==> src/include/rvvi_host_config.svh <==
// host-control constants; strings are fixed at build time, word 0 of a frame sits in bits 31:0
`ifndef RVVI_HOST_CONFIG_SVH
`define RVVI_HOST_CONFIG_SVH

//////////////////////////////////////////////////
// receive stream
//////////////////////////////////////////////////

`define RX_WORD_W     32  // mac receive data width
`define RX_KEEP_W     4   // one keep bit per byte
`define FRAME_WORDS   5   // header words compared per frame

//////////////////////////////////////////////////
// slow-down window
//////////////////////////////////////////////////

`define STALL_CYCLES  2000  // window closes when the counter reaches this
`define STALL_CNT_W   17
`define PENDING_CNT_W 10    // requests queued behind the current window

//////////////////////////////////////////////////
// compare strings, least significant word first
//////////////////////////////////////////////////

// words from low to high: dst mac [31:0], dst mac [47:32] with src mac [15:0],
// src mac [47:16], ether type 005c with the first payload bytes, payload tail
// "trigin" payload
`define TRIGGER_STRING \
  160'h6e69_6769_7274_005c_8f54_0000_1654_4502_1111_6843

// "slowme" payload, same addressing as the trigger frame
`define SLOW_STRING \
  160'h656d_776f_6c73_005c_8f54_0000_1654_4502_1111_6843

`endif

==> src/hw/rvvi_host_pkg.sv <==
// shared types, all widths come from rvvi_host_config.svh; word index saturates at FRAME_WORDS
`include "rvvi_host_config.svh"

package rvvi_host_pkg;

  //////////////////////////////////////////////////
  // receive side
  //////////////////////////////////////////////////

  typedef logic [`RX_WORD_W-1:0] rx_word_t;  // one mac receive word
  typedef logic [`RX_KEEP_W-1:0] rx_keep_t;  // byte keep for rx_word_t

  // counts 0 .. FRAME_WORDS, never wraps inside a long frame
  typedef logic [$clog2(`FRAME_WORDS+1)-1:0] word_idx_t;

  //////////////////////////////////////////////////
  // slow-down control
  //////////////////////////////////////////////////

  // idle until a request, armed until the packetizer stalls, then stalling
  typedef enum logic [1:0] {
    slow_idle     = 2'd0,
    slow_armed    = 2'd1,
    slow_stalling = 2'd2
  } slow_state_t;

  typedef logic [`STALL_CNT_W-1:0]   stall_count_t;    // cycles spent in the window
  typedef logic [`PENDING_CNT_W-1:0] pending_count_t;  // extra windows owed

endpackage

==> src/hw/frame_matcher.sv <==
// compares the first FRAME_WORDS words of each frame; no ready, every valid word is taken
`timescale 1ns/1ps
`include "rvvi_host_config.svh"

module frame_matcher import rvvi_host_pkg::*; #(
  parameter logic [`FRAME_WORDS*`RX_WORD_W-1:0] COMPARE = '0
) (
  input  logic     CPUCLK,
  input  logic     bus_struct_reset,
  input  rx_word_t rx_data,
  input  rx_keep_t rx_keep,
  input  logic     rx_valid,
  input  logic     rx_last,
  output logic     match
);

  // index of the word that completes the compared header
  localparam word_idx_t last_idx = word_idx_t'(`FRAME_WORDS - 1);

  //////////////////////////////////////////////////
  // position and running compare
  //////////////////////////////////////////////////

  word_idx_t word_idx;     // position of the incoming word
  logic      still_equal;  // every compared word so far matched
  rx_word_t  cmp_word;     // string word for this position
  logic      in_window;    // word is one of the compared ones
  logic      word_ok;
  logic      run_equal;

  assign in_window = (word_idx < word_idx_t'(`FRAME_WORDS));

  // pick the string slice for the current position
  always_comb begin
    cmp_word = '0;
    for (int i = 0; i < `FRAME_WORDS; i++) begin
      if (word_idx == word_idx_t'(i)) begin
        cmp_word = COMPARE[i*`RX_WORD_W +: `RX_WORD_W];
      end
    end
  end

  // words past the header are payload and always pass
  assign word_ok   = !in_window || ((rx_data == cmp_word) && (&rx_keep));
  assign run_equal = still_equal & word_ok;

  always_ff @(posedge CPUCLK) begin
    if (bus_struct_reset) begin
      word_idx    <= '0;
      still_equal <= 1'b1;
    end else if (rx_valid) begin
      if (rx_last) begin
        // next word opens a fresh frame
        word_idx    <= '0;
        still_equal <= 1'b1;
      end else begin
        if (in_window) begin
          word_idx <= word_idx + 1'b1;  // saturates at FRAME_WORDS
        end
        still_equal <= run_equal;
      end
    end
  end

  //////////////////////////////////////////////////
  // match pulse
  //////////////////////////////////////////////////

  // one cycle after the accepted last word; short frames never reach last_idx
  always_ff @(posedge CPUCLK) begin
    if (bus_struct_reset) begin
      match <= 1'b0;
    end else begin
      match <= rx_valid & rx_last & run_equal & (word_idx >= last_idx);
    end
  end

endmodule

==> src/hw/request_tracker.sv <==
// counts slow-down requests seen during a window; counter holds at all ones instead of wrapping
`timescale 1ns/1ps

module request_tracker import rvvi_host_pkg::*; (
  input  logic CPUCLK,
  input  logic bus_struct_reset,
  input  logic slow_request,
  input  logic stalling,
  input  logic window_end,
  output logic request_pending
);

  logic           did_request;    // a request was seen since the last window end
  pending_count_t pending_count;  // windows still owed to the host
  logic           count_up;
  logic           count_down;

  //////////////////////////////////////////////////
  // did-request flag
  //////////////////////////////////////////////////

  // the request that opened a window is already paid for by that window
  always_ff @(posedge CPUCLK) begin
    if (bus_struct_reset) begin
      did_request <= 1'b0;
    end else if (window_end) begin
      did_request <= 1'b0;  // clear wins over a same-cycle set
    end else if (slow_request) begin
      did_request <= 1'b1;
    end
  end

  //////////////////////////////////////////////////
  // pending up/down counter
  //////////////////////////////////////////////////

  // mid-window request earns one more window
  assign count_up = slow_request & stalling & ~(&pending_count);

  // a window that closes with no fresh request used up one owed window
  assign count_down = window_end & ~did_request & (pending_count != '0);

  always_ff @(posedge CPUCLK) begin
    if (bus_struct_reset) begin
      pending_count <= '0;
    end else begin
      case ({count_up, count_down})
        2'b10:   pending_count <= pending_count + 1'b1;
        2'b01:   pending_count <= pending_count - 1'b1;
        default: pending_count <= pending_count;  // both or neither cancel out
      endcase
    end
  end

  assign request_pending = (pending_count != '0);  // keeps the sequencer re-arming

endmodule

==> src/hw/rvvi_host_top.sv <==
// host control path only; receive stream is never back-pressured, rvvi_stall comes from the packetizer
`timescale 1ns/1ps
`include "rvvi_host_config.svh"

module rvvi_host_top import rvvi_host_pkg::*; (
  input  logic     CPUCLK,
  input  logic     bus_struct_reset,
  input  rx_word_t rx_data,
  input  rx_keep_t rx_keep,
  input  logic     rx_valid,
  input  logic     rx_last,
  input  logic     rvvi_stall,
  output logic     ila_trigger,
  output logic     host_stall,
  output logic     external_stall
);

  logic slow_request;     // slow-down frame seen
  logic request_pending;  // extra windows still owed
  logic stalling;
  logic window_end;

  //////////////////////////////////////////////////
  // frame matchers
  //////////////////////////////////////////////////

  frame_matcher #(.COMPARE(`TRIGGER_STRING)) u_trigger_match (
    .CPUCLK,
    .bus_struct_reset,
    .rx_data,
    .rx_keep,
    .rx_valid,
    .rx_last,
    .match (ila_trigger)
  );

  frame_matcher #(.COMPARE(`SLOW_STRING)) u_slow_match (
    .CPUCLK,
    .bus_struct_reset,
    .rx_data,
    .rx_keep,
    .rx_valid,
    .rx_last,
    .match (slow_request)
  );

  //////////////////////////////////////////////////
  // slow-down control
  //////////////////////////////////////////////////

  request_tracker u_request_tracker (
    .CPUCLK,
    .bus_struct_reset,
    .slow_request,
    .stalling,
    .window_end,
    .request_pending
  );

  stall_sequencer u_stall_sequencer (
    .CPUCLK,
    .bus_struct_reset,
    .slow_request,
    .request_pending,
    .rvvi_stall,
    .stalling,
    .window_end,
    .host_stall
  );

  assign external_stall = rvvi_stall | host_stall;  // no added latency

endmodule

==> src/hw/stall_sequencer.sv <==
// host stall window of STALL_CYCLES+1 cycles; waits in armed as long as rvvi_stall stays low
`timescale 1ns/1ps
`include "rvvi_host_config.svh"

module stall_sequencer import rvvi_host_pkg::*; (
  input  logic CPUCLK,
  input  logic bus_struct_reset,
  input  logic slow_request,
  input  logic request_pending,
  input  logic rvvi_stall,
  output logic stalling,
  output logic window_end,
  output logic host_stall
);

  slow_state_t  state;
  slow_state_t  state_next;
  stall_count_t stall_count;  // cycles spent stalling in this window
  logic         threshold;

  //////////////////////////////////////////////////
  // state machine
  //////////////////////////////////////////////////

  always_ff @(posedge CPUCLK) begin
    if (bus_struct_reset) begin
      state <= slow_idle;
    end else begin
      state <= state_next;
    end
  end

  always_comb begin
    state_next = state;
    case (state)
      slow_idle: begin
        if (slow_request || request_pending) begin
          state_next = slow_armed;
        end
      end
      slow_armed: begin
        // start only once the packetizer is holding the core itself
        if (rvvi_stall) begin
          state_next = slow_stalling;
        end
      end
      slow_stalling: begin
        if (threshold) begin
          state_next = slow_idle;
        end
      end
      default: state_next = slow_idle;
    endcase
  end

  //////////////////////////////////////////////////
  // window length
  //////////////////////////////////////////////////

  // cleared in idle, holds at zero through armed
  always_ff @(posedge CPUCLK) begin
    if (bus_struct_reset) begin
      stall_count <= '0;
    end else if (state == slow_idle) begin
      stall_count <= '0;
    end else if (stalling) begin
      stall_count <= stall_count + 1'b1;
    end
  end

  assign threshold  = (stall_count >= stall_count_t'(`STALL_CYCLES));
  assign stalling   = (state == slow_stalling);
  assign window_end = stalling & threshold;  // last cycle of the window

  // registered from the next state so it lines up with the stalling state
  always_ff @(posedge CPUCLK) begin
    if (bus_struct_reset) begin
      host_stall <= 1'b0;
    end else begin
      host_stall <= (state_next == slow_stalling);
    end
  end

endmodule

==> config.mk <==
export PLATFORM = sky130hd
export DESIGN_NAME = rvvi_host_top
export DESIGN_NICKNAME = d
export VERILOG_FILES = /design/src/hw/rvvi_host_pkg.sv /design/src/hw/frame_matcher.sv /design/src/hw/request_tracker.sv /design/src/hw/rvvi_host_top.sv /design/src/hw/stall_sequencer.sv
export VERILOG_INCLUDE_DIRS = /design/src /design/src/include
export SDC_FILE = /design/constraint.sdc
export NUM_CORES = 1
export LEC_CHECK = 0
export ABC_AREA = 1
export BUFFER_PORTS_ARGS = -buffer_cell sky130_fd_sc_hd__clkbuf_2
export CELL_PAD_IN_SITES_DETAIL_PLACEMENT = 0
export CELL_PAD_IN_SITES_GLOBAL_PLACEMENT = 1
export CORE_MARGIN = 2
export CORE_UTILIZATION = 40
export CTS_BUF_LIST = sky130_fd_sc_hd__clkbuf_4 sky130_fd_sc_hd__clkbuf_8 sky130_fd_sc_hd__clkbuf_16
export DETAILED_ROUTE_END_ITERATION = 6
export GPL_ROUTABILITY_DRIVEN = 1
export PLACE_DENSITY_LB_ADDON = 0.05
export SLEW_MARGIN = 10
export SYNTH_ARGS = -nofsm -noshare
export SYNTH_HDL_FRONTEND = slang
export SYNTH_SLANG_ARGS = --single-unit
==> constraint.sdc <==
create_clock -name CPUCLK -period 3.5 [get_ports CPUCLK]
set_input_delay 0.175 -clock CPUCLK [delete_from_list [all_inputs] [get_ports CPUCLK]]
set_output_delay 0.175 -clock CPUCLK [all_outputs]
set_load 0.005 [all_outputs]
==> flow_metrics.env <==
export IMPL_drtIter0Drc=94
export IMPL_synth_distinct_cells=40
export IMPL_start_util=0.413
export IMPL_slew_headroom=0.661
export IMPL_pwr_density_cell_nw_per_um2=284
export IMPL_startpoint_type="flop"
export IMPL_comb_power_share=0.150
export IMPL_clkPwrFrac=0.417
export IMPL_max_stage_delay_ps=430
export IMPL_wirelength_microns=8590
export IMPL_cts_root_buf="clkbuf_8"
export IMPL_routabilityCongestion=0.840
export IMPL_h_tree_depth=2
export IMPL_cp_end_kind="flop"
export IMPL_vias_per_cell=4.91
export IMPL_async_flop_share=0
export IMPL_drv_slew=0
export IMPL_crit_slowest_cell="ha_1"
export IMPL_dpl_hpwl_microns=7050
export IMPL_postSynthCellCount=578
export IMPL_cts_sinks=41
export IMPL_io_pins=44
export IMPL_min_to="u_trigger_match.word_idx[2]"
export IMPL_diodes=0
export IMPL_die_width_microns=96.4
export IMPL_cp_top_family="simple AND/OR/NAND/NOR gates"
export IMPL_cp_required_ps=3730
export IMPL_numCtsBuffers=5
export IMPL_critPathBufInv=2
export IMPL_design_die_area_sq_um=9290
export IMPL_crit_arrival_ps=3280
export IMPL_synth_seq_cells=41
export IMPL_hold_depth=2
export IMPL_setup_viol=0
export IMPL_core_sq_um=8260
export IMPL_ctsResizeCount=0
export IMPL_drc=0
export IMPL_hold_path_class="primary input to flop"
export IMPL_synth_edf_count=0
export IMPL_p_int_mw=0.820
export IMPL_rr_worst_depth=17
export IMPL_leakage_nw=1.92
export IMPL_antenna_found_initial=0
export IMPL_num_vias=3565
export IMPL_skew_ps=5.90
export IMPL_syn_area_sq_um=3410
export IMPL_fin_crit_sh=0.873
export IMPL_n_fill_cell=923
export IMPL_ant_nets=0
export IMPL_clk_pin_slew_worst_paths_ps=80
export IMPL_r2r_end="u_request_tracker.pending_count[9]"
export IMPL_finalSetupTns_ps=0
export IMPL_seqPwrFrac=0.433
export IMPL_ir_drop_uv=242
export IMPL_synth_warnings=0
export IMPL_synthToLayoutAreaGrowth_pct=13.0
export IMPL_synth_top_cell_area_share=0.240
export IMPL_hp_start="rx_last"
export IMPL_min_period_ps=3060
export IMPL_netlist_top_cells_area="dfxtp_1 (24%), nand2_1 (18%), inv_1 (9.5%), nor2_1 (7.4%), nand3_1 (7.2%)"
export IMPL_grt_pass1_vias=3321
export IMPL_avgSynthCellArea_sq_um=5.91
export IMPL_grt_remaining_overflow=0
export IMPL_final_nets=677
export IMPL_synth_area_leader_cell="dfxtp_1"
export IMPL_drive_above_1_share=0.121
export IMPL_synth_most_common_cell="nand2_1"
export IMPL_synth_nets=635
export IMPL_switching_share=0.250
export IMPL_seq_area_frac_synth=0.240
export IMPL_ys_top_cells_by_count="nand2_1 (165), inv_1 (86), nor2_1 (67)"
export IMPL_grt_max_degree=17
export IMPL_rows=33
export IMPL_worst_pin_slew_ps=508
export IMPL_grtUsageTotal=0.200
export IMPL_critPathMostFrequentCell="nand2_1"
export IMPL_crit_chain="nand2_1 -> nor2_1 -> inv_1 -> nor3_1 -> nor2_1 -> nor4_1 -> ha_1 -> buf_4 -> xor2_1 -> nand2_1 -> nor2_1 -> nand3_1 -> nand3_1 -> nand2_1 -> nand2_1 -> nand2_1 -> a21oi_1"
export IMPL_critical_path_class="flop to flop"
export IMPL_wl_per_cell_microns=11.8
export IMPL_status="finished, final reports clean"
export IMPL_dieHeight_microns=96.4
export IMPL_totalPowerFinal_mw=1.09
export IMPL_drt_pass1_iterations=4
export IMPL_reg2reg_from="u_stall_sequencer.stall_count[7]"
export IMPL_insertion_delay_ps=300
export IMPL_hold_viol=0
export IMPL_ff2ff_setup_slack_ps=440
export IMPL_critPathMaxFanout=6
export IMPL_holdBufCountCts=0
export IMPL_numPortBuffers=43
export IMPL_power_switching_mw=0.274
export IMPL_ys_flop_type="dfxtp_1"
export IMPL_grt_pass1_wl_microns=14700
export IMPL_maxCapViolCount=0
export IMPL_post_cts_setup_buffers=0
export IMPL_clk_path_buf_depth=2
export IMPL_max_freq_ghz=0.327
export IMPL_critPathLaunch="u_stall_sequencer.stall_count[7]"
export IMPL_cts_tree="built"
export IMPL_rsz0062_at_grt="false"
-- power groups by stage --
| stage | clock [mW] | sequential (mW) | combinational [mW] |
|---|---|---|---|
| 2_1_floorplan | 0 | 0.484 | 0.107 |
| 3_3_place_gp | 0 | 0.485 | 0.163 |
| 3_5_place_dp | 0 | 0.485 | 0.164 |
| 4_1_cts | 0.472 | 0.474 | 0.165 |
| 5_1_grt | 0.487 | 0.475 | 0.191 |
| 6_report | 0.457 | 0.474 | 0.164 |
-- state kept, by name, indices dropped and copies added (netlist names) --
signal / cells
u_request_tracker.did_request: 1
u_request_tracker.pending_count: 10
u_slow_match.match: 1
u_slow_match.still_equal: 1
u_slow_match.word_idx: 3
u_stall_sequencer.host_stall: 1
u_stall_sequencer.stall_count: 17
u_stall_sequencer.state: 2
u_trigger_match.match: 1
u_trigger_match.still_equal: 1
u_trigger_match.word_idx: 3
-- final cells by class --
| class | instances | area [sq um] | share of cell area |
|---|---|---|---|
| tap | 105 | 131 | 0.0340 |
| clock buffer | 5 | 68.8 | 0.0178 |
| timing repair buffer | 44 | 223 | 0.0577 |
| inverter | 91 | 342 | 0.0885 |
| clock inverter | 3 | 68.8 | 0.0178 |
| multi-input combinational | 437 | 2200 | 0.571 |
| sequential | 41 | 821 | 0.213 |
-- logic make-up (layout without fill, tap and decap cells) --
kind of cell | after synthesis | in the layout | synth area share
flip-flops | 41 | 41 | 0.240
AND/OR/NAND/NOR | 317 | 317 | 0.396
XOR/XNOR | 16 | 16 | 0.0454
AO/OA/AOI/OAI | 88 | 88 | 0.146
buffers and inverters | 100 | 143 | 0.114
adder cells (fa/ha/maj) | 16 | 16 | 0.0586
-- worst max path at each step --
stage | cells after the start | end | slack, ps
2_1_floorplan | 17 | u_request_tracker.pending_count[8] | 830
3_3_place_gp | 17 | u_request_tracker.pending_count[9] | 540
3_5_place_dp | 17 | u_request_tracker.pending_count[9] | 440
4_1_cts | 17 | u_request_tracker.pending_count[9] | 420
5_1_grt | 17 | u_request_tracker.pending_count[9] | 20
6_report | 17 | u_request_tracker.pending_count[9] | 440
-- worst register-to-register path: cells and delay by family, from the launching register on --
kind                       cells  cell delay [ps]
DFF                            1              340
and+or+nand+nor               12             1500
xor gates and xnor gates       1              320
adders and majority gates      1              430
AOI/OAI and AO/OA              1              120
buffers and inverters          2              280
-- routing by layer --
metal	global-route usage	up-vias	wire length, microns
li1	-	1935	-
met1	0.237	1569	3850
met2	0.387	53	4380
met3	0.0186	8	256
met4	0.0423	0	92
met5	0	-	0
-- cell usage in the layout, fill, tap and decap left out, types with 2 or more instances in the layout --
cell	instances
nand4_1	12
nor2_1	67
inv_2	4
or2_2	3
nand3_1	49
nand2_1	165
xor2_2	2
o221a_2	3
dfxtp_1	41
nor4_1	3
xnor2_1	2
clkbuf_2	43
nand3b_1	2
o21bai_1	2
nor2_2	3
o21ai_0	31
a31oi_1	5
nand2_2	4
clkbuf_8	5
xor2_1	12
nor3_1	5
inv_1	86
o21ai_1	2
ha_1	16
bufinv_16	2
a21oi_1	36
-- metrics by stage --
stage	cell area [sq um]	setup WS, ps	util	hold WS (ps)	std cells
global placement	3720	544	0.451	447	718
global route	3860	19.7	0.467	132	726
finish	3860	444	0.467	140	726
CTS	3860	421	0.467	140	726
floorplan	3410	833	-	280	578
detailed placement	3720	444	0.451	457	718
(Power assumes the default switching activity.)
